==> src/verilog/lsu_params.svh <==
`ifndef LSU_PARAMS_SVH
`define LSU_PARAMS_SVH

// data and address width
`define LSU_XLEN 32

// byte lanes per word
`define LSU_LANES 4

`endif

==> src/verilog/lsu_pkg.sv <==
`default_nettype none

`include "lsu_params.svh"

package lsu_pkg;

    typedef logic [`LSU_XLEN-1:0]  word_t;
    typedef logic [`LSU_XLEN-1:0]  addr_t;
    typedef logic [`LSU_LANES-1:0] strobe_t;
    typedef logic [1:0]            byte_off_t;

    typedef enum logic [2:0] {
        op_lb,
        op_lbu,
        op_lh,
        op_lhu,
        op_lw,
        op_sb,
        op_sh,
        op_sw
    } mem_op_e;

    typedef struct packed {
        mem_op_e op;
        addr_t   base;
        word_t   offset;  // sign-extended immediate
        word_t   wdata;
    } lsu_cmd_t;

    typedef struct packed {
        mem_op_e   op;
        addr_t     addr1;
        addr_t     addr2;  // addr1 + 4
        byte_off_t byte_off;
        logic      split;
        strobe_t   strb1;
        strobe_t   strb2;
        word_t     wdata1;
        word_t     wdata2;
    } beat_plan_t;

    typedef struct packed {
        addr_t   addr;
        logic    wen;
        strobe_t wstrb;
        word_t   wdata;
    } mem_bus_t;

    typedef struct packed {
        mem_op_e   op;
        byte_off_t byte_off;
        word_t     lo_word;
        word_t     hi_word;
    } load_raw_t;

    typedef enum logic [2:0] {
        st_idle,
        st_req1,
        st_wait1,
        st_req2,
        st_wait2,
        st_out
    } seq_state_e;

endpackage

`default_nettype wire

==> src/verilog/lsu_request_decode.sv <==
`default_nettype none

`include "lsu_params.svh"

module lsu_request_decode (
    input  wire                        clk,
    input  wire                        rst,
    input  wire                        cmd_req,
    input  wire lsu_pkg::lsu_cmd_t     cmd,
    output logic                       cmd_ack,
    input  wire                        plan_ready,
    output logic                       plan_valid,
    output lsu_pkg::beat_plan_t        plan
);

    lsu_pkg::addr_t          eff_addr;
    lsu_pkg::byte_off_t      off;
    lsu_pkg::strobe_t        base_strb;
    logic                    split;
    logic [2*`LSU_LANES-1:0] strb_pair;
    logic [2*`LSU_XLEN-1:0]  data_pair;
    lsu_pkg::beat_plan_t     plan_next;
    logic                    take;

    assign eff_addr = cmd.base + cmd.offset;
    assign off      = eff_addr[1:0];

    // lanes touched at offset 0, loads write nothing
    always_comb begin
        case (cmd.op)
            lsu_pkg::op_sb: base_strb = lsu_pkg::strobe_t'(1);
            lsu_pkg::op_sh: base_strb = lsu_pkg::strobe_t'(3);
            lsu_pkg::op_sw: base_strb = '1;
            default:        base_strb = '0;
        endcase
    end

    always_comb begin
        case (cmd.op)
            lsu_pkg::op_lh, lsu_pkg::op_lhu, lsu_pkg::op_sh: split = (off == 2'd3);
            lsu_pkg::op_lw, lsu_pkg::op_sw:                  split = (off != 2'd0);
            default:                                         split = 1'b0;
        endcase
    end

    // low bytes land in the upper lanes of beat 1, spill goes to beat 2
    assign strb_pair = {{`LSU_LANES{1'b0}}, base_strb} << off;
    assign data_pair = {{`LSU_XLEN{1'b0}}, cmd.wdata} << {off, 3'b000};

    always_comb begin
        plan_next.op       = cmd.op;
        plan_next.addr1    = {eff_addr[`LSU_XLEN-1:2], 2'b00};
        plan_next.addr2    = {eff_addr[`LSU_XLEN-1:2], 2'b00} + lsu_pkg::addr_t'(4);
        plan_next.byte_off = off;
        plan_next.split    = split;
        plan_next.strb1    = strb_pair[`LSU_LANES-1:0];
        plan_next.strb2    = strb_pair[2*`LSU_LANES-1:`LSU_LANES];
        plan_next.wdata1   = data_pair[`LSU_XLEN-1:0];
        plan_next.wdata2   = data_pair[2*`LSU_XLEN-1:`LSU_XLEN];
    end

    // accept only with an empty (or draining) stage
    assign take = cmd_req && !cmd_ack && (!plan_valid || plan_ready);

    always_ff @(posedge clk) begin
        if (rst) begin
            cmd_ack    <= 1'b0;
            plan_valid <= 1'b0;
        end else if (take) begin
            cmd_ack    <= 1'b1;
            plan_valid <= 1'b1;
        end else begin
            if (cmd_ack && !cmd_req) begin
                cmd_ack <= 1'b0;  // return to zero
            end
            if (plan_ready) begin
                plan_valid <= 1'b0;
            end
        end
    end

    always_ff @(posedge clk) begin
        if (take) begin
            plan <= plan_next;
        end
    end

endmodule

`default_nettype wire

==> src/verilog/lsu_access_sequencer.sv <==
`default_nettype none

module lsu_access_sequencer (
    input  wire                        clk,
    input  wire                        rst,
    input  wire                        plan_valid,
    input  wire lsu_pkg::beat_plan_t   plan,
    output logic                       plan_ready,
    output logic                       mem_req,
    output lsu_pkg::mem_bus_t          mem,
    input  wire                        mem_ack,
    input  wire lsu_pkg::word_t        mem_rdata,
    output logic                       raw_valid,
    output lsu_pkg::load_raw_t         raw,
    input  wire                        raw_ready
);

    lsu_pkg::seq_state_e state;
    lsu_pkg::beat_plan_t plan_q;
    lsu_pkg::word_t      lo_q;
    lsu_pkg::word_t      hi_q;
    logic                second;
    logic                is_store;

    assign plan_ready = (state == lsu_pkg::st_idle);
    assign mem_req    = (state == lsu_pkg::st_req1) || (state == lsu_pkg::st_req2);
    assign raw_valid  = (state == lsu_pkg::st_out);
    assign second     = (state == lsu_pkg::st_req2) || (state == lsu_pkg::st_wait2);

    assign is_store = (plan_q.op == lsu_pkg::op_sb) ||
                      (plan_q.op == lsu_pkg::op_sh) ||
                      (plan_q.op == lsu_pkg::op_sw);

    // request fields come from the held plan, stable for the whole beat
    always_comb begin
        mem.addr  = second ? plan_q.addr2  : plan_q.addr1;
        mem.wen   = is_store;
        mem.wstrb = second ? plan_q.strb2  : plan_q.strb1;
        mem.wdata = second ? plan_q.wdata2 : plan_q.wdata1;
    end

    always_comb begin
        raw.op       = plan_q.op;
        raw.byte_off = plan_q.byte_off;
        raw.lo_word  = lo_q;
        raw.hi_word  = hi_q;
    end

    always_ff @(posedge clk) begin
        if (rst) begin
            state <= lsu_pkg::st_idle;
        end else begin
            case (state)
                lsu_pkg::st_idle: begin
                    if (plan_valid) begin
                        state <= lsu_pkg::st_req1;
                    end
                end
                lsu_pkg::st_req1: begin
                    if (mem_ack) begin
                        state <= lsu_pkg::st_wait1;
                    end
                end
                lsu_pkg::st_wait1: begin
                    // ack must fall before the next beat or the response
                    if (!mem_ack) begin
                        state <= plan_q.split ? lsu_pkg::st_req2 : lsu_pkg::st_out;
                    end
                end
                lsu_pkg::st_req2: begin
                    if (mem_ack) begin
                        state <= lsu_pkg::st_wait2;
                    end
                end
                lsu_pkg::st_wait2: begin
                    if (!mem_ack) begin
                        state <= lsu_pkg::st_out;
                    end
                end
                lsu_pkg::st_out: begin
                    if (raw_ready) begin
                        state <= lsu_pkg::st_idle;  // stores come through here too
                    end
                end
                default: state <= lsu_pkg::st_idle;
            endcase
        end
    end

    always_ff @(posedge clk) begin
        if (plan_valid && plan_ready) begin
            plan_q <= plan;
        end
        if (mem_req && mem_ack) begin
            if (second) begin
                hi_q <= mem_rdata;
            end else begin
                lo_q <= mem_rdata;
            end
        end
        if (state == lsu_pkg::st_wait1 && !mem_ack && !plan_q.split) begin
            hi_q <= lo_q;  // single beat, mirror low word
        end
    end

endmodule

`default_nettype wire

==> src/verilog/lsu_load_align.sv <==
`default_nettype none

`include "lsu_params.svh"

module lsu_load_align (
    input  wire                        clk,
    input  wire                        rst,
    input  wire                        raw_valid,
    input  wire lsu_pkg::load_raw_t    raw,
    output logic                       raw_ready,
    output logic                       rsp_req,
    output lsu_pkg::word_t             rsp_data,
    input  wire                        rsp_ack
);

    logic [2*`LSU_XLEN-1:0] pair;
    lsu_pkg::word_t         shifted;
    lsu_pkg::word_t         value;
    logic                   take;

    // held ack blocks the next transfer
    assign raw_ready = !rsp_req && !rsp_ack;
    assign take      = raw_valid && raw_ready;

    assign pair    = {raw.hi_word, raw.lo_word};
    assign shifted = lsu_pkg::word_t'(pair >> {raw.byte_off, 3'b000});

    always_comb begin
        case (raw.op)
            lsu_pkg::op_lb:  value = {{(`LSU_XLEN-8){shifted[7]}}, shifted[7:0]};
            lsu_pkg::op_lbu: value = {{(`LSU_XLEN-8){1'b0}}, shifted[7:0]};
            lsu_pkg::op_lh:  value = {{(`LSU_XLEN-16){shifted[15]}}, shifted[15:0]};
            lsu_pkg::op_lhu: value = {{(`LSU_XLEN-16){1'b0}}, shifted[15:0]};
            lsu_pkg::op_lw:  value = shifted;
            default:         value = '0;  // stores answer zero
        endcase
    end

    always_ff @(posedge clk) begin
        if (rst) begin
            rsp_req <= 1'b0;
        end else if (take) begin
            rsp_req <= 1'b1;
        end else if (rsp_ack) begin
            rsp_req <= 1'b0;
        end
    end

    // only loads while rsp_req is low, so data holds during the exchange
    always_ff @(posedge clk) begin
        if (take) begin
            rsp_data <= value;
        end
    end

endmodule

`default_nettype wire

==> src/verilog/lsu_top.sv <==
`default_nettype none

module lsu_top (
    input  wire                        clk,
    input  wire                        rst,
    input  wire                        cmd_req,
    input  wire lsu_pkg::lsu_cmd_t     cmd,
    output logic                       cmd_ack,
    output logic                       mem_req,
    output lsu_pkg::mem_bus_t          mem,
    input  wire                        mem_ack,
    input  wire lsu_pkg::word_t        mem_rdata,
    output logic                       rsp_req,
    output lsu_pkg::word_t             rsp_data,
    input  wire                        rsp_ack
);

    logic                plan_valid;
    logic                plan_ready;
    lsu_pkg::beat_plan_t plan;
    logic                raw_valid;
    logic                raw_ready;
    lsu_pkg::load_raw_t  raw;

    lsu_request_decode decode_i (
        .clk        (clk),
        .rst        (rst),
        .cmd_req    (cmd_req),
        .cmd        (cmd),
        .cmd_ack    (cmd_ack),
        .plan_ready (plan_ready),
        .plan_valid (plan_valid),
        .plan       (plan)
    );

    lsu_access_sequencer seq_i (
        .clk        (clk),
        .rst        (rst),
        .plan_valid (plan_valid),
        .plan       (plan),
        .plan_ready (plan_ready),
        .mem_req    (mem_req),
        .mem        (mem),
        .mem_ack    (mem_ack),
        .mem_rdata  (mem_rdata),
        .raw_valid  (raw_valid),
        .raw        (raw),
        .raw_ready  (raw_ready)
    );

    lsu_load_align align_i (
        .clk        (clk),
        .rst        (rst),
        .raw_valid  (raw_valid),
        .raw        (raw),
        .raw_ready  (raw_ready),
        .rsp_req    (rsp_req),
        .rsp_data   (rsp_data),
        .rsp_ack    (rsp_ack)
    );

endmodule

`default_nettype wire

==> config.mk <==
export PLATFORM = sky130hd
export DESIGN_NAME = lsu_top
export DESIGN_NICKNAME = d
export VERILOG_FILES = /design/src/verilog/lsu_pkg.sv /design/src/verilog/lsu_request_decode.sv /design/src/verilog/lsu_access_sequencer.sv /design/src/verilog/lsu_load_align.sv /design/src/verilog/lsu_top.sv
export VERILOG_INCLUDE_DIRS = /design/src /design/src/verilog
export SDC_FILE = /design/constraint.sdc
export NUM_CORES = 1
export LEC_CHECK = 0
export BUFFER_PORTS_ARGS = -buffer_cell sky130_fd_sc_hd__buf_2
export CAP_MARGIN = 20
export CELL_PAD_IN_SITES_DETAIL_PLACEMENT = 1
export CELL_PAD_IN_SITES_GLOBAL_PLACEMENT = 2
export CORE_MARGIN = 2
export CORE_UTILIZATION = 41
export CTS_BUF_LIST = sky130_fd_sc_hd__clkbuf_2
export DETAILED_ROUTE_END_ITERATION = 8
export HOLD_SLACK_MARGIN = 0.12
export PLACE_DENSITY_LB_ADDON = 0.1
export SETUP_SLACK_MARGIN = 0.15
export SYNTH_ARGS = -nofsm -noshare
export SYNTH_HDL_FRONTEND = slang
export SYNTH_SLANG_ARGS = --single-unit
==> constraint.sdc <==
create_clock -name clk -period 9.4 [get_ports clk]
set_input_delay 0.94 -clock clk [delete_from_list [all_inputs] [get_ports clk]]
set_output_delay 0.94 -clock clk [all_outputs]
set_load 0.01 [all_outputs]
# Yosys cells after proc, flatten, opt, wreduce, memory -nomap -nowiden
# Cells that the tools add are included.
[op_classes] n_addsub=2 mul=0 div_mod_pow=0 order_cmp=0 eq_ne=25 shifts=3 n_mux=23 n_bitwise=1 n_reduce_logical=34
[op_table] op="32-bit 2-to-1 mux" count=5
[op_table] op="32-bit one-hot mux with 5 select lines" count=1
[op_table] op="32-bit by 5-bit << shifter with 64-bit output" count=1
[op_table] op="64-bit by 5-bit >> shifter with 32-bit output" count=1
[op_table] op="32-bit by 3-bit adder with 32-bit output, second input constant" count=1
[op_table] op="32-bit adder" count=1
[op_table] op="3-bit == test, second input constant" count=10
[op_table] op="3-bit 2-to-1 mux" count=7
[op_table] op="3-bit by 2-bit == test with 1-bit output, second input constant" count=6
[op_table] op="3-bit one-hot mux with 6 select lines" count=1
[op_table] op="2-bit != test, second input constant" count=6
[op_table] op="4-bit one-hot mux with 3 select lines" count=1
[op_table] op="2-bit nonzero test" count=6
[op_table] op="1-bit logical AND" count=9
[op_table] op="4-bit by 2-bit << shifter with 8-bit output" count=1
[op_table] op="1-bit logical NOT" count=7
[op_table] op="3-bit by 1-bit == test with 1-bit output, second input constant" count=2
[op_table] op="3-bit logical NOT" count=2
[op_table] op="1-bit 2-to-1 mux" count=6
[op_table] op="6-bit AND reduction" count=1
[op_table] op="1-bit logical OR" count=5
[op_table] op="4-bit 2-to-1 mux" count=1
[op_table] op="2-bit AND reduction" count=2
[op_table] op="3-bit OR reduction" count=1
[op_table] op="4 further kinds" count=4
[word_totals] ff_bits=382 latch_bits=0 ramBits=0 rom_bits=0 in_bits=136 output_inout_bits=104 n_memories=0

# Logic depth before layout (Yosys ltp)
# Gate-level depths: netlist of run 1.
[logic_depth] ltp_word=5 depth_mapped=13 ltp_nobuf=12

# By module
# Synthesis of run 1 repeated with hierarchy kept, for this count alone.
[unflattened] hier_cells=1130 area_unflattened_um2=17371.7
[by_module_without_submodules] mod="lsu_access_sequencer" n_inst=1 cells_each=367 area_per_inst_um2=7821.3 seq_area_each_um2=6246.0
[by_module_without_submodules] mod="lsu_request_decode" n_inst=1 cells_each=609 area_per_inst_um2=7340.8 seq_area_each_um2=3913.8
[by_module_without_submodules] mod="lsu_load_align" n_inst=1 cells_each=154 area_per_inst_um2=2209.6 seq_area_each_um2=980.9

# Worst setup path before layout of run 1
# No wires, ideal clock.
[synth_timing] path_type="input -> register" start="in cmd_req" end="reg, netlist name decode_i.plan[0]" arrival_ns=6.729 required_time_ns=8.765 path_slack_ns=2.036 stages=2 path_buffers=0 cell_sequence="nand2b_1 > nor2b_1"
[synth_via] elab_chain_cells=2
[synth_rtl] element="start: declaration" line_no="lsu_top.sv:6" text="input wire cmd_req,"
[synth_rtl] element="1-bit logical AND (2 in series)" line_no="lsu_request_decode.sv:63" text="assign take = cmd_req && !cmd_ack && (!plan_valid || plan_ready);"
[synth_rtl] element="named net decode_i.take" line_no="lsu_request_decode.sv:23" text="logic take;"
# The timed path passes the listed nets, and every way through them passes these cells.
# A chain may end at the register's enable or synchronous reset.

==> impl_results.md, run 1 <==
* Run status: finished, final reports clean
* Total Nets Final at 1617
* Proportion of layout cells with a drive suffix above 1 at approximately a third
* Top cells by area in the synthesized netlist: edfxtp_1 (64%), mux2_2 (6.2%), mux2i_1 (3.7%)
* Tot GR Track Use at 18.23%
* Tcrit/Tclk final at 46.17%
* Setup repair after global routing missed its margin: no
* Worst r2r path cells at 4
* Total of cells resized after clock tree synthesis at 0
* Maximum capacitance violations at 0
* Number of buffers added for setup after CTS at 0
* Vias in the first global route at between 10k and 15k
* Most frequent standard cell in the layout excluding fill and tap cells: edfxtp_1
* Yosys top cell area share at between 60% and 70%
* Leftover overflow at the end of global routing at 0
* Maximum buffer depth of the clock tree at 3
* Sequential area share after synthesis at 64.52%
* Number of register bits inferred by synthesis at 352
* Crit Reg-Reg Startpoint: seq_i.state[0]$_SDFFE_PP0P_
* Clk Tree Root Cell: clkbuf_2
* Terminus of the critical flop-to-flop path: decode_i.plan[70]$_DFFE_PP_
* Antenna viol nets, final at 0
* Worst Hold Endpoint: seq_i.lo_q[26]$_DFFE_PP_
* Dominant combinational cell family by area after synthesis: multiplexers
* Launching element type of the critical path: register
* Number of enable-type register cells in the synthesized netlist at approximately 350
* Worst path required time at roughly 8.5 ns
* Element type at the critical path end: output port
* Count of yosys warnings during synthesis at 0
* Core region area at 0.03946 mm^2
* CTS hold repair buffers at 0
* Average footprint of a synthesized cell at between 10 and 15 um^2
* Proportion of synthesized flip-flops having asynchronous set or reset at 0%
* Via density at between 5 and 6
* Kind of path behind the tightest hold check: input port to register
* Count of cells along the worst hold path at 1
* Total leakage power at between 7 and 8 nW
* Post-synthesis instance total at 1176
* Total number of vias at just over 10k
* Number of buffers created by CTS at 85
* Post-synthesis adder-cell area fraction at 2.642%
* Clk_lat worst skew at 0.89 ns
* First-iteration detailed-routing DRC count at 402
* Die W at 203.3 um
* Height of the chip at roughly 200 um
* Worst reg2reg setup slack at 6.03 ns
* Clock Pin Slew Worst Setup and Hold Paths at about 0.11 ns
* Most used cells in the layout excluding fill and tap cells: edfxtp_1 (346), buf_2 (237), clkbuf_2 (124), mux2_2 (90), nand2_1 (74)
* Synthesized area at around 0.016 mm^2
* Number of hold violations in the final report at 0
* Dominant register cell in the synthesized netlist: edfxtp_1
* Arrival time of the worst setup path at 3.40 ns
* Setup TNS at 0 ns
* Clock period minus worst slack at 4.340 ns
* Relative slew margins at between 30% and 40%
* Number of sinks on the clock net at ~350
* Estimated wirelength of the detail-placed design at 26200 um
* Worst hold margin at roughly 0.26 ns
* Number of placement rows at between 70 and 80
* Max-slew violation total from the final report at 0
* Drt wl/cell at approximately 18 um
* Simple-Gate Fraction of Synth Area at 8.994%
* Fill cell instance count of the final layout at 4242
* Growth of design area from synthesis to finish at 15.08%
* Hold_sp: mem_rdata[26]
* Boundary Pins at between 200 and 250
* First-pass GRT wire length at 58740 um
* Worst Path Max Fanout at 64
* Fin Clk Skew at between 0.08 and 0.09 ns
* Netlist cell types at 77
* Setup CP Type: register to output port
* Least-Margin Pin Slew at approximately 0.92 ns
* Number of iterations in the first detailed-routing pass at 5
* Worst vdd ir at 0.08449 mV
* Floorplan die area at ~0.041 mm^2
* CTS HTree Levels at 3
* Area leader, netlist: edfxtp_1
* Total setup violations reported at the end of the flow at 0
* Clock tree from TritonCTS: yes
* Maximum number of pins on one net before global-route repair at 72
* Initial core utilization at roughly two fifths
* DRC violation count after routing at 0
* Input/output buffers at 237
* DRT Wirelength at about 38000 um
* Compound-gate portion of the synthesized area at 8.618%
* Proportion of synthesized area in mux cells at 9.908%
* Power Dens Cells at around 220 mW/mm^2
* Xor and xnor fraction of the mapped netlist area at under 10%
* Initial antenna violation count at 2
* Fmax achieved at between 0.2 and 0.25 GHz
* RePlAce Congestion at 0.7942
## flip-flops by register name, indices dropped and copies added (netlist names), 3 cells and up
name              count
seq_i.state           3
align_i.rsp_data     32
decode_i.plan       129
seq_i.raw             5
seq_i.plan_q        124
seq_i.lo_q           32
seq_i.hi_q           24
## how the worst max path moves through the flow
stage / start / end / slack, ns / cells past startpoint
2_1_floorplan: cmd_req / decode_i.plan[0]$_DFFE_PP_ / 2.04 / 2
6_report: seq_i.state[0]$_SDFFE_PP0P_ / mem[54] / 5.06 / 5
4_1_cts: seq_i.state[0]$_SDFFE_PP0P_ / mem[54] / 4.89 / 5
3_5_place_dp: cmd[32] / decode_i.plan[105]$_DFFE_PP_ / 4.93 / 13
5_1_grt: seq_i.state[0]$_SDFFE_PP0P_ / mem[54] / 4.70 / 5
3_3_place_gp: cmd[32] / decode_i.plan[105]$_DFFE_PP_ / 5.01 / 13
## cell usage after synthesis, drive strengths merged (22+ instances only)
master and n:
nand2 75, ha 32, edfxtp 346, mux2i 60, o21ai 54, nor2 69
a21oi 65, clkbuf 43, buf 22, mux2 90, xnor2 38, and2 23
a211oi 25
## logic make-up after synthesis
logic type / Yosys count
and+or+nand+nor: 286
adders and majority gates: 34
AOI/OAI and AO/OA: 212
xor gates and xnor gates: 55
other: 1
DFF: 352
muxes: 150
buffers and inverters: 86
## worst max-delay path, cell delays in order (launching register included)
cell and delay (ns):
dfxtp_1 0.69, nor2_1 0.21, a22oi_2 0.29, buf_4 0.73
mux2_2 0.46, buf_2 0.15
## metal layers
layer,track usage [%],routed length [um]
met3,3.563,1634
met2,31.67,19020
met5,0,0
met1,22.71,16150
met4,6.309,713
## metrics by stage
| step | cell area [um^2] | utilization (%) | instances | worst slack, ns | power (mW) |
|---|---|---|---|---|---|
| floorplan | 16290 | - | 1177 | 2.036 | 2.825 |
| global route | 18750 | 47.51 | 2032 | 4.700 | 4.345 |
| global placement | 17990 | 45.59 | 1886 | 5.008 | 3.145 |
| finish | 18750 | 47.51 | 2033 | 5.060 | 4.093 |
| CTS | 18740 | 47.49 | 2030 | 4.890 | 4.170 |
| detailed placement | 17990 | 45.59 | 1886 | 4.931 | 3.172 |
## cell type report
| class | instances | area, um^2 | area share [%] |
|---|---|---|---|
| Clock buffer | 124 | 620.6 | 3.310 |
| Clock inverter | 20 | 130.1 | 0.6941 |
| Sequential cell | 352 | 10510 | 56.06 |
| Multi-Input combinational cell | 739 | 5468 | 29.16 |
| Tap cell | 525 | 656.9 | 3.504 |
| Timing Repair Buffer | 249 | 1276 | 6.807 |
| Antenna cell | 3 | 7.507 | 0.04004 |
| Inverter | 21 | 78.83 | 0.4204 |
## power by group
| part | internal (mW) | switching, mW | total (mW) |
|---|---|---|---|
| Clock | 0.402 | 0.577 | 0.979 |
| Sequential | 2.04 | 0.0754 | 2.11 |
| Combinational | 0.385 | 0.615 | 1.00 |
| Total | 2.83 | 1.27 | 4.09 |
Note: power is estimated with default switching activity, not from simulation.
==> run 2, diff against run 1 <==
==> constraint.sdc (replaced) <==
create_clock -name clk -period 4.55 [get_ports clk]
set_input_delay 0.455 -clock clk [delete_from_list [all_inputs] [get_ports clk]]
set_output_delay 0.455 -clock clk [all_outputs]
set_load 0.01 [all_outputs]
==> run 2 against run 1 <==
Critical path depth unchanged; register-to-register slack got worse by 4.1 ns; non-clock buffer count increased by 97; sequential share of layout area shrank 2.7 points; die area stayed put; final cell count rose by 4.5%; routed wire length grew 4.1%; hold slack worse by 0.020 ns; combinational power up 120%; flip-flop and latch count stayed put; clock power grew 93%; largest cell class unchanged; highest routed layer unchanged.
==> impl_results.md, run 2 (synthesis results as in run 1) <==
* Proportion of layout cells with a drive suffix above 1 at 31.54% (-1.9 points)
* Vias in the first global route at 11.41k (+6.0%)
* Placed inst area at 0.01802 mm^2 (+0.19%)
* Input/output buffers at 237 (unchanged)
* Launching element type of the critical path: register
* Number of buffers added for setup after CTS at 0 (unchanged)
* Number of iterations in the first detailed-routing pass at 4 (-1)
* Relative contribution of sequential cells to total power at 51.9% (+0.2 points)
* RePlAce Congestion at 0.7868 (-0.93%)
* Terminus of the critical flop-to-flop path: seq_i.hi_q[11]$_DFFE_PP_
* Worst hold margin at 0.2399 ns (-0.01998 ns)
* Total Nets Final at 1716 (+6.1%)
* Number of placement rows at 73 (unchanged)
* Area of all placed cells without fillers at 0.01968 mm^2 (+5.0%)
* Number of sinks on the clock net at 352 (unchanged)
* Floorplan die area at 0.04134 mm^2 (unchanged)
* Most used cells in the layout excluding fill and tap cells: edfxtp_1 (346), buf_2 (237), clkbuf_2 (127), dlygate4sd3_1 (97), mux2_2 (90)
* Clock tree from TritonCTS: yes
* Via density at 5.051 (-1.2%)
* Worst r2r path cells at 5 (+1)
* Maximum capacitance violations at 0 (unchanged)
* Maximum buffer depth of the clock tree at 3 (unchanged)
* Most frequent standard cell in the layout excluding fill and tap cells: edfxtp_1
* Relative slew margins at 34.26% (-3.9 points)
* Core region area at 0.03946 mm^2 (unchanged)
* Switching power as a share of total power at 30.97% (about the same)
* Setup TNS at 0 ns (unchanged)
* Slowest Stage Delay on Critical Path at 0.76 ns (+0.03 ns)
* Leftover overflow at the end of global routing at 0 (unchanged)
* DRC violation count after routing at 0 (unchanged)
* Max-slew violation total from the final report at 0 (unchanged)
* Fmax achieved at 0.2627 GHz
* Hold_sp: cmd[91]
* Setup repair after global routing missed its margin: no
* Clk Tree Root Cell: clkbuf_2
* Tcrit/Tclk final at between 80% and 90%
* Maximum number of pins on one net before global-route repair at 130 (+81%)
* DRT Wirelength at 39070 um (+4.1%)
* Height of the chip at 203.3 um (unchanged)
* Worst Path Max Fanout at 66 (+3.1%)
* Worst Hold Endpoint: decode_i.plan[134]$_DFFE_PP_
* Run status: finished, final reports clean
* Arrival time of the worst setup path at 3.35 ns (-0.05 ns)
* Crit Reg-Reg Startpoint: seq_i.state[1]$_SDFFE_PP0P_
* Count of cells along the worst hold path at 4 (+3)
* Growth of design area from synthesis to finish at 20.82%
* Clock share of power at 22.4% (-1.5 points)
* Final non-filler cell total at 2124 (+4.5%)
* Largest register FFs at 129 (unchanged)
* Cell breakdown of the critical path: nor2_1 -> a22oi_2 -> buf_4 -> mux2_2 -> buf_2
* First-iteration detailed-routing DRC count at 433 (+7.7%)
* Setup CP Type: register to output port
* Fin Clk Skew at 0.06869 ns (-0.01236 ns)
* Cell with the largest stage delay on the worst path: buf_4
* Drt wl/cell at 18.39 um (-0.34%)
* Kind of path behind the tightest hold check: input port to register
* Cell family contributing the most delay on the critical path: buffers and inverters
* Total leakage power at 7.547 nW (+5.6%)
* Antenna viol nets, final at 0 (unchanged)
* Least-Margin Pin Slew at 0.9758 ns (+0.05134 ns)
* Worst vdd ir at 0.1600 mV (+89%)
* CTS HTree Levels at 3 (unchanged)
* Number of hold violations in the final report at 0 (unchanged)
* Power Dens Cells at 428.1 mW/mm^2 (+96%)
* Worst reg2reg setup slack at 1.89 ns (-4.14 ns)
* Total setup violations reported at the end of the flow at 0 (unchanged)
* Total number of vias at 10.73k (+3.3%)
* First-pass GRT wire length at 62010 um (+5.6%)
* Worst path required time at 4.09 ns (-4.37 ns)
* Largest register by flop count: decode_i.plan
* Initial antenna violation count at 1 (-1)
* Post-layout util at 49.88% (+2.4 points)
* Clock Pin Slew Worst Setup and Hold Paths at 0.10 ns (about the same)
* Internal power summed over all cells at 5.816 mW (+110%)
* Number of buffers created by CTS at 87 (+2.4%)
* Die W at 203.3 um (unchanged)
* Leading registers by flop count: decode_i.plan (129), seq_i.plan_q (124)
* Element type at the critical path end: output port
* Combinational share of power at 25.7% (+1.3 points)
* Boundary Pins at 240 (unchanged)
* Count of buffer and inverter cells on the critical path at 2 (unchanged)
* Initial core utilization at 41.29% (unchanged)
* Clock period minus worst slack at 3.807 ns
* Estimated wirelength of the detail-placed design at 26300 um (+0.36%)
* Switching power total at 2.610 mW (+110%)
* Clk_lat worst skew at 0.85 ns (-0.04 ns)
* Tot GR Track Use at 19.21% (+0.98 points)
* Placed Cells incl. Taps at 1886 (unchanged)
## run 2: cell count changes in the layout (fill, tap and decap cells not counted), sizes merged
cell         before  now
bufinv            2    0
clkbuf          124  127
clkinv           16   10
diode             3    1
dlygate4sd3       0   97
inv              23   24
## run 2: through the flow
step / power [mW] / setup slack [ns]
2_1_floorplan: 5.814 / 0.3550
3_5_place_dp: 6.568 / 0.5360
4_1_cts: 8.572 / 0.5968
3_3_place_gp: 6.510 / 0.6427
6_report: 8.426 / 0.7434
5_1_grt: 8.977 / 0.4253
## run 2: worst max path at each step
stage,depth (start not counted),startpoint,endpoint,slack [ns]
floorplan,3,seq_i.state[0]$_SDFFE_PP0P_,seq_i.plan_q[0]$_DFFE_PP_,0.36
global placement,13,cmd[32],decode_i.plan[105]$_DFFE_PP_,0.64
detailed placement,13,cmd[32],decode_i.plan[105]$_DFFE_PP_,0.54
CTS,5,seq_i.state[0]$_SDFFE_PP0P_,mem[54],0.60
global route,5,seq_i.state[0]$_SDFFE_PP0P_,mem[54],0.43
finish,5,seq_i.state[0]$_SDFFE_PP0P_,mem[54],0.74
## run 2: layout make-up
class                           instances  area [um^2]
Antenna cell                            1        2.502
Clock buffer                          127        635.6
Clock inverter                         13        50.05
Fill cell                            4198        19780
Inverter                               21        78.83
Multi-Input combinational cell        739         5477
Sequential cell                       352        10510
Tap cell                              525        656.9
Timing Repair Buffer                  346         2272
## run 2: metal layers
metal | GRT usage (%) | routed length [um] | vias up
met5 | 0 | 0 | -
met4 | 6.126 | 683 | 0
met1 | 23.94 | 16480 | 5219
met2 | 34.04 | 20280 | 233
li1 | - | - | 5231
met3 | 3.212 | 1622 | 46
## run 2: power by group through the flow
stage | clock (mW) | sequential [mW] | combinational [mW]
2_1_floorplan | 0 | 4.40 | 1.42
3_3_place_gp | 0 | 4.42 | 2.09
3_5_place_dp | 0 | 4.45 | 2.12
4_1_cts | 1.98 | 4.37 | 2.21
5_1_grt | 2.16 | 4.42 | 2.39
6_report | 1.89 | 4.37 | 2.17
## run 2: worst register-to-register path, delay by kind of cell, from the launching register on
family                 cells  cell delay [ns]
AO/OA/AOI/OAI              1             0.65
buffers and inverters      2             0.57
flip-flops                 1             0.59
AND/OR/NAND/NOR            2             0.43
## run 2: timing repair
| item | 4_1_cts | 5_1_grt |
|---|---|---|
| hold endpoints to repair | 134 | 0 |
| resized for setup | 0 | 0 |
| hold buffers | 97 | 0 |
==> run 3, diff against run 2 <==
--- a/config.mk
+++ b/config.mk
@@ -11,7 +11,7 @@
 export CELL_PAD_IN_SITES_DETAIL_PLACEMENT = 1
 export CELL_PAD_IN_SITES_GLOBAL_PLACEMENT = 2
 export CORE_MARGIN = 2
-export CORE_UTILIZATION = 41
+export CORE_UTILIZATION = 37
 export CTS_BUF_LIST = sky130_fd_sc_hd__clkbuf_2
 export DETAILED_ROUTE_END_ITERATION = 8
 export HOLD_SLACK_MARGIN = 0.12
==> constraint.sdc (replaced) <==
create_clock -name clk -period 3.4 [get_ports clk]
set_input_delay 0.34 -clock clk [delete_from_list [all_inputs] [get_ports clk]]
set_output_delay 0.34 -clock clk [all_outputs]
set_load 0.01 [all_outputs]
==> run 3 against run 2 <==
First-iteration DRC count is 19% higher; final cell count is 11% higher; sequential share of layout area is 4.1 points lower; clock power is 38% higher; non-clock buffer count is 162 higher; critical path type is now input port to register; critical endpoint is now decode_i.plan[137]$_DFFE_PP_; largest cell class unchanged.
==> impl_results.md, run 3 (synthesis results as in run 1) <==
* Run status: finished, final reports clean
* Terminus of the critical flop-to-flop path: align_i.rsp_data[27]$_SDFFCE_PN0P_
* Proportion of layout cells with a drive suffix above 1 at 34.14% (+2.6 points)
* Tcrit/Tclk final at 95.89%
* Placed Cells incl. Taps at 2023 (+7.3%)
* Number of hold violations in the final report at 0 (unchanged)
* Least-Margin Pin Slew at 0.8006 ns (-0.1752 ns)
* DRT Wirelength at 42270 um (+8.2%)
* Power Dens Cells at 555.5 mW/mm^2 (+30%)
* Growth of design area from synthesis to finish at 30.92%
* Antenna viol nets, final at 0 (unchanged)
* Number of iterations in the first detailed-routing pass at 5 (+1)
* DRC violation count after routing at 0 (unchanged)
* Initial antenna violation count at 3 (+2)
* Relative slew margins at 46.51% (+12 points)
* Number of sinks on the clock net at 352 (unchanged)
* Floorplan die area at 0.04572 mm^2 (+11%)
* Final non-filler cell total at 2354 (+11%)
* Clock period minus worst slack at between 3 and 4 ns
* Fill cell instance count of the final layout at 4591 (+9.4%)
* Kind of path behind the tightest hold check: input port to register
* Worst reg2reg setup slack at 1.00 ns (-0.89 ns)
* CTS HTree Levels at 3 (unchanged)
* Area occupied by multi-input gates at 0.005518 mm^2 (+0.75%)
* Clock Pin Slew Worst Setup and Hold Paths at 0.10 ns (about the same)
* Clk_lat worst skew at 0.92 ns (+0.07 ns)
* Worst path required time at 4.06 ns (-0.03 ns)
* Fin Clk Skew at 0.05882 ns (-0.009871 ns)
* Largest register by flop count: decode_i.plan
* Worst setup path startpoint: cmd[65]
* Launching element type of the critical path: input port
* Clock tree from TritonCTS: yes
* Vias in the first global route at 12.06k (+5.7%)
* Setup CP Type: input port to register
* Setup TNS at 0 ns (unchanged)
* Maximum capacitance violations at 0 (unchanged)
* Total number of vias at 11.40k (+6.2%)
* Clk Tree Root Cell: clkbuf_2
* Leftover overflow at the end of global routing at 0 (unchanged)
* First-pass GRT wire length at 64820 um (+4.5%)
* Worst vdd ir at 0.2137 mV (+34%)
* First-iteration detailed-routing DRC count at 517 (+19%)
* Most frequent standard cell in the layout excluding fill and tap cells: edfxtp_1
* Fmax achieved at 0.3067 GHz
* Tot GR Track Use at 18.43% (-0.78 points)
* Setup repair after global routing missed its margin: yes
* Worst r2r path cells at 6 (+1)
* Max-slew violation total from the final report at 0 (unchanged)
* Post-layout util at 49.29% (-0.59 points)
* Total Nets Final at 1879 (+9.5%)
* Maximum buffer depth of the clock tree at 3 (unchanged)
* Via density at 4.842 (-4.1%)
* Seq. cell area at 0.01052 mm^2 (+0.11%)
* Crit Reg-Reg Startpoint: seq_i.raw[65]$_DFFE_PP_
* Element type at the critical path end: register
* Number of placement rows at 76 (+4.1%)
* Arrival time of the worst setup path at 3.92 ns (+0.57 ns)
* Leading registers by flop count: decode_i.plan (129), seq_i.plan_q (124)
* Total leakage power at 8.347 nW (+11%)
* Maximum number of pins on one net before global-route repair at 89 (-32%)
* Initial core utilization at 37.65% (-3.6 points)
* Number of buffers created by CTS at 88 (+1.1%)
* Worst Path Max Fanout at 4 (-94%)
* Drt wl/cell at 17.96 um (-2.4%)
* Total setup violations reported at the end of the flow at 0 (unchanged)
* Input/output buffers at 237 (unchanged)
* Most used cells in the layout excluding fill and tap cells: edfxtp_1 (346), buf_2 (237), dlygate4sd3_1 (167), clkbuf_2 (123), buf_4 (95)
* Height of the chip at 213.8 um (+5.2%)
* Largest register FFs at 129 (unchanged)
* Die W at 213.8 um (+5.2%)
* Capture point of the critical path: decode_i.plan[137]$_DFFE_PP_
* RePlAce Congestion at 0.7764 (-1.3%)
* Core region area at 0.04327 mm^2 (+9.7%)
* Boundary Pins at 240 (unchanged)
* Estimated wirelength of the detail-placed design at 28410 um (+8.0%)
run 3: critical path, stage by stage:
cell and delay (ns):
dlygate4sd3_1 0.54, buf_2 0.14, fa_2 0.36, a21o_1 0.23
a22o_1 0.22, a211o_4 0.36, o21ai_4 0.20, buf_12 0.13
o31ai_4 0.08, a221oi_2 0.33, a21oi_1 0.12, xnor2_1 0.22
inv_1 0.08, dlygate4sd3_1 0.56
run 3: layout make-up:
cell class | instances | share of cell area [%]
inverters | 21 | 0.3696
well taps | 585 | 3.432
clock buffers | 123 | 2.886
multi-input cells | 739 | 25.87
flip-flops and latches | 352 | 49.33
repair buffers | 508 | 17.65
diodes | 3 | 0.03520
clock inverters | 23 | 0.4283
run 3: worst min path at each step:
stage / start / to / slack, ns / cells past startpoint
after floorplan: decode_i.plan[0]$_DFFE_PP_ / seq_i.plan_q[0]$_DFFE_PP_ / 0.40 / 0
after global placement: decode_i.plan[16]$_SDFFCE_PP0P_ / seq_i.plan_q[16]$_DFFE_PP_ / 0.40 / 0
after detailed placement: decode_i.plan[120]$_DFFE_PP_ / seq_i.plan_q[120]$_DFFE_PP_ / 0.41 / 0
after CTS: cmd[42] / decode_i.plan[117]$_DFFE_PP_ / 0.12 / 5
after global routing: cmd[64] / decode_i.plan[18]$_SDFFCE_PP0P_ / 0.14 / 3
final: cmd[64] / decode_i.plan[18]$_SDFFCE_PP0P_ / 0.25 / 3
run 3: routing by layer:
layer | GRT usage, % | part of all wire [%]
met5 | 0 | 0
met4 | 5.556 | 1.3
met3 | 3.325 | 4.1
met2 | 33.49 | 52
met1 | 22.21 | 42
run 3: what timing repair did:
item,CTS,global route
setup endpoints to repair,66,60
gates cloned,1,1
resized for setup,5,7
pin swaps,1,4
setup buffers,2,10
hold buffers,167,1
endpoints found under the hold margin,269,1
run 3: per-stage QoR:
stage,area (um^2),total power [mW],setup slack (ns),hold slack [ns]
6_report,21330,11.85,0.1398,0.2517
5_1_grt,21330,12.59,0.06048,0.1408
4_1_cts,21180,11.99,0.1738,0.1213
3_5_place_dp,18750,9.037,-0.2369,0.4052
3_3_place_gp,18750,8.959,-0.1673,0.4006
2_1_floorplan,16360,7.796,0.1412,0.4003
run 3: power breakdown:
group / switching [mW] / internal (mW)
combinational: 1.87 / 1.53
clock: 1.64 / 0.963
sequential: 0.210 / 5.64
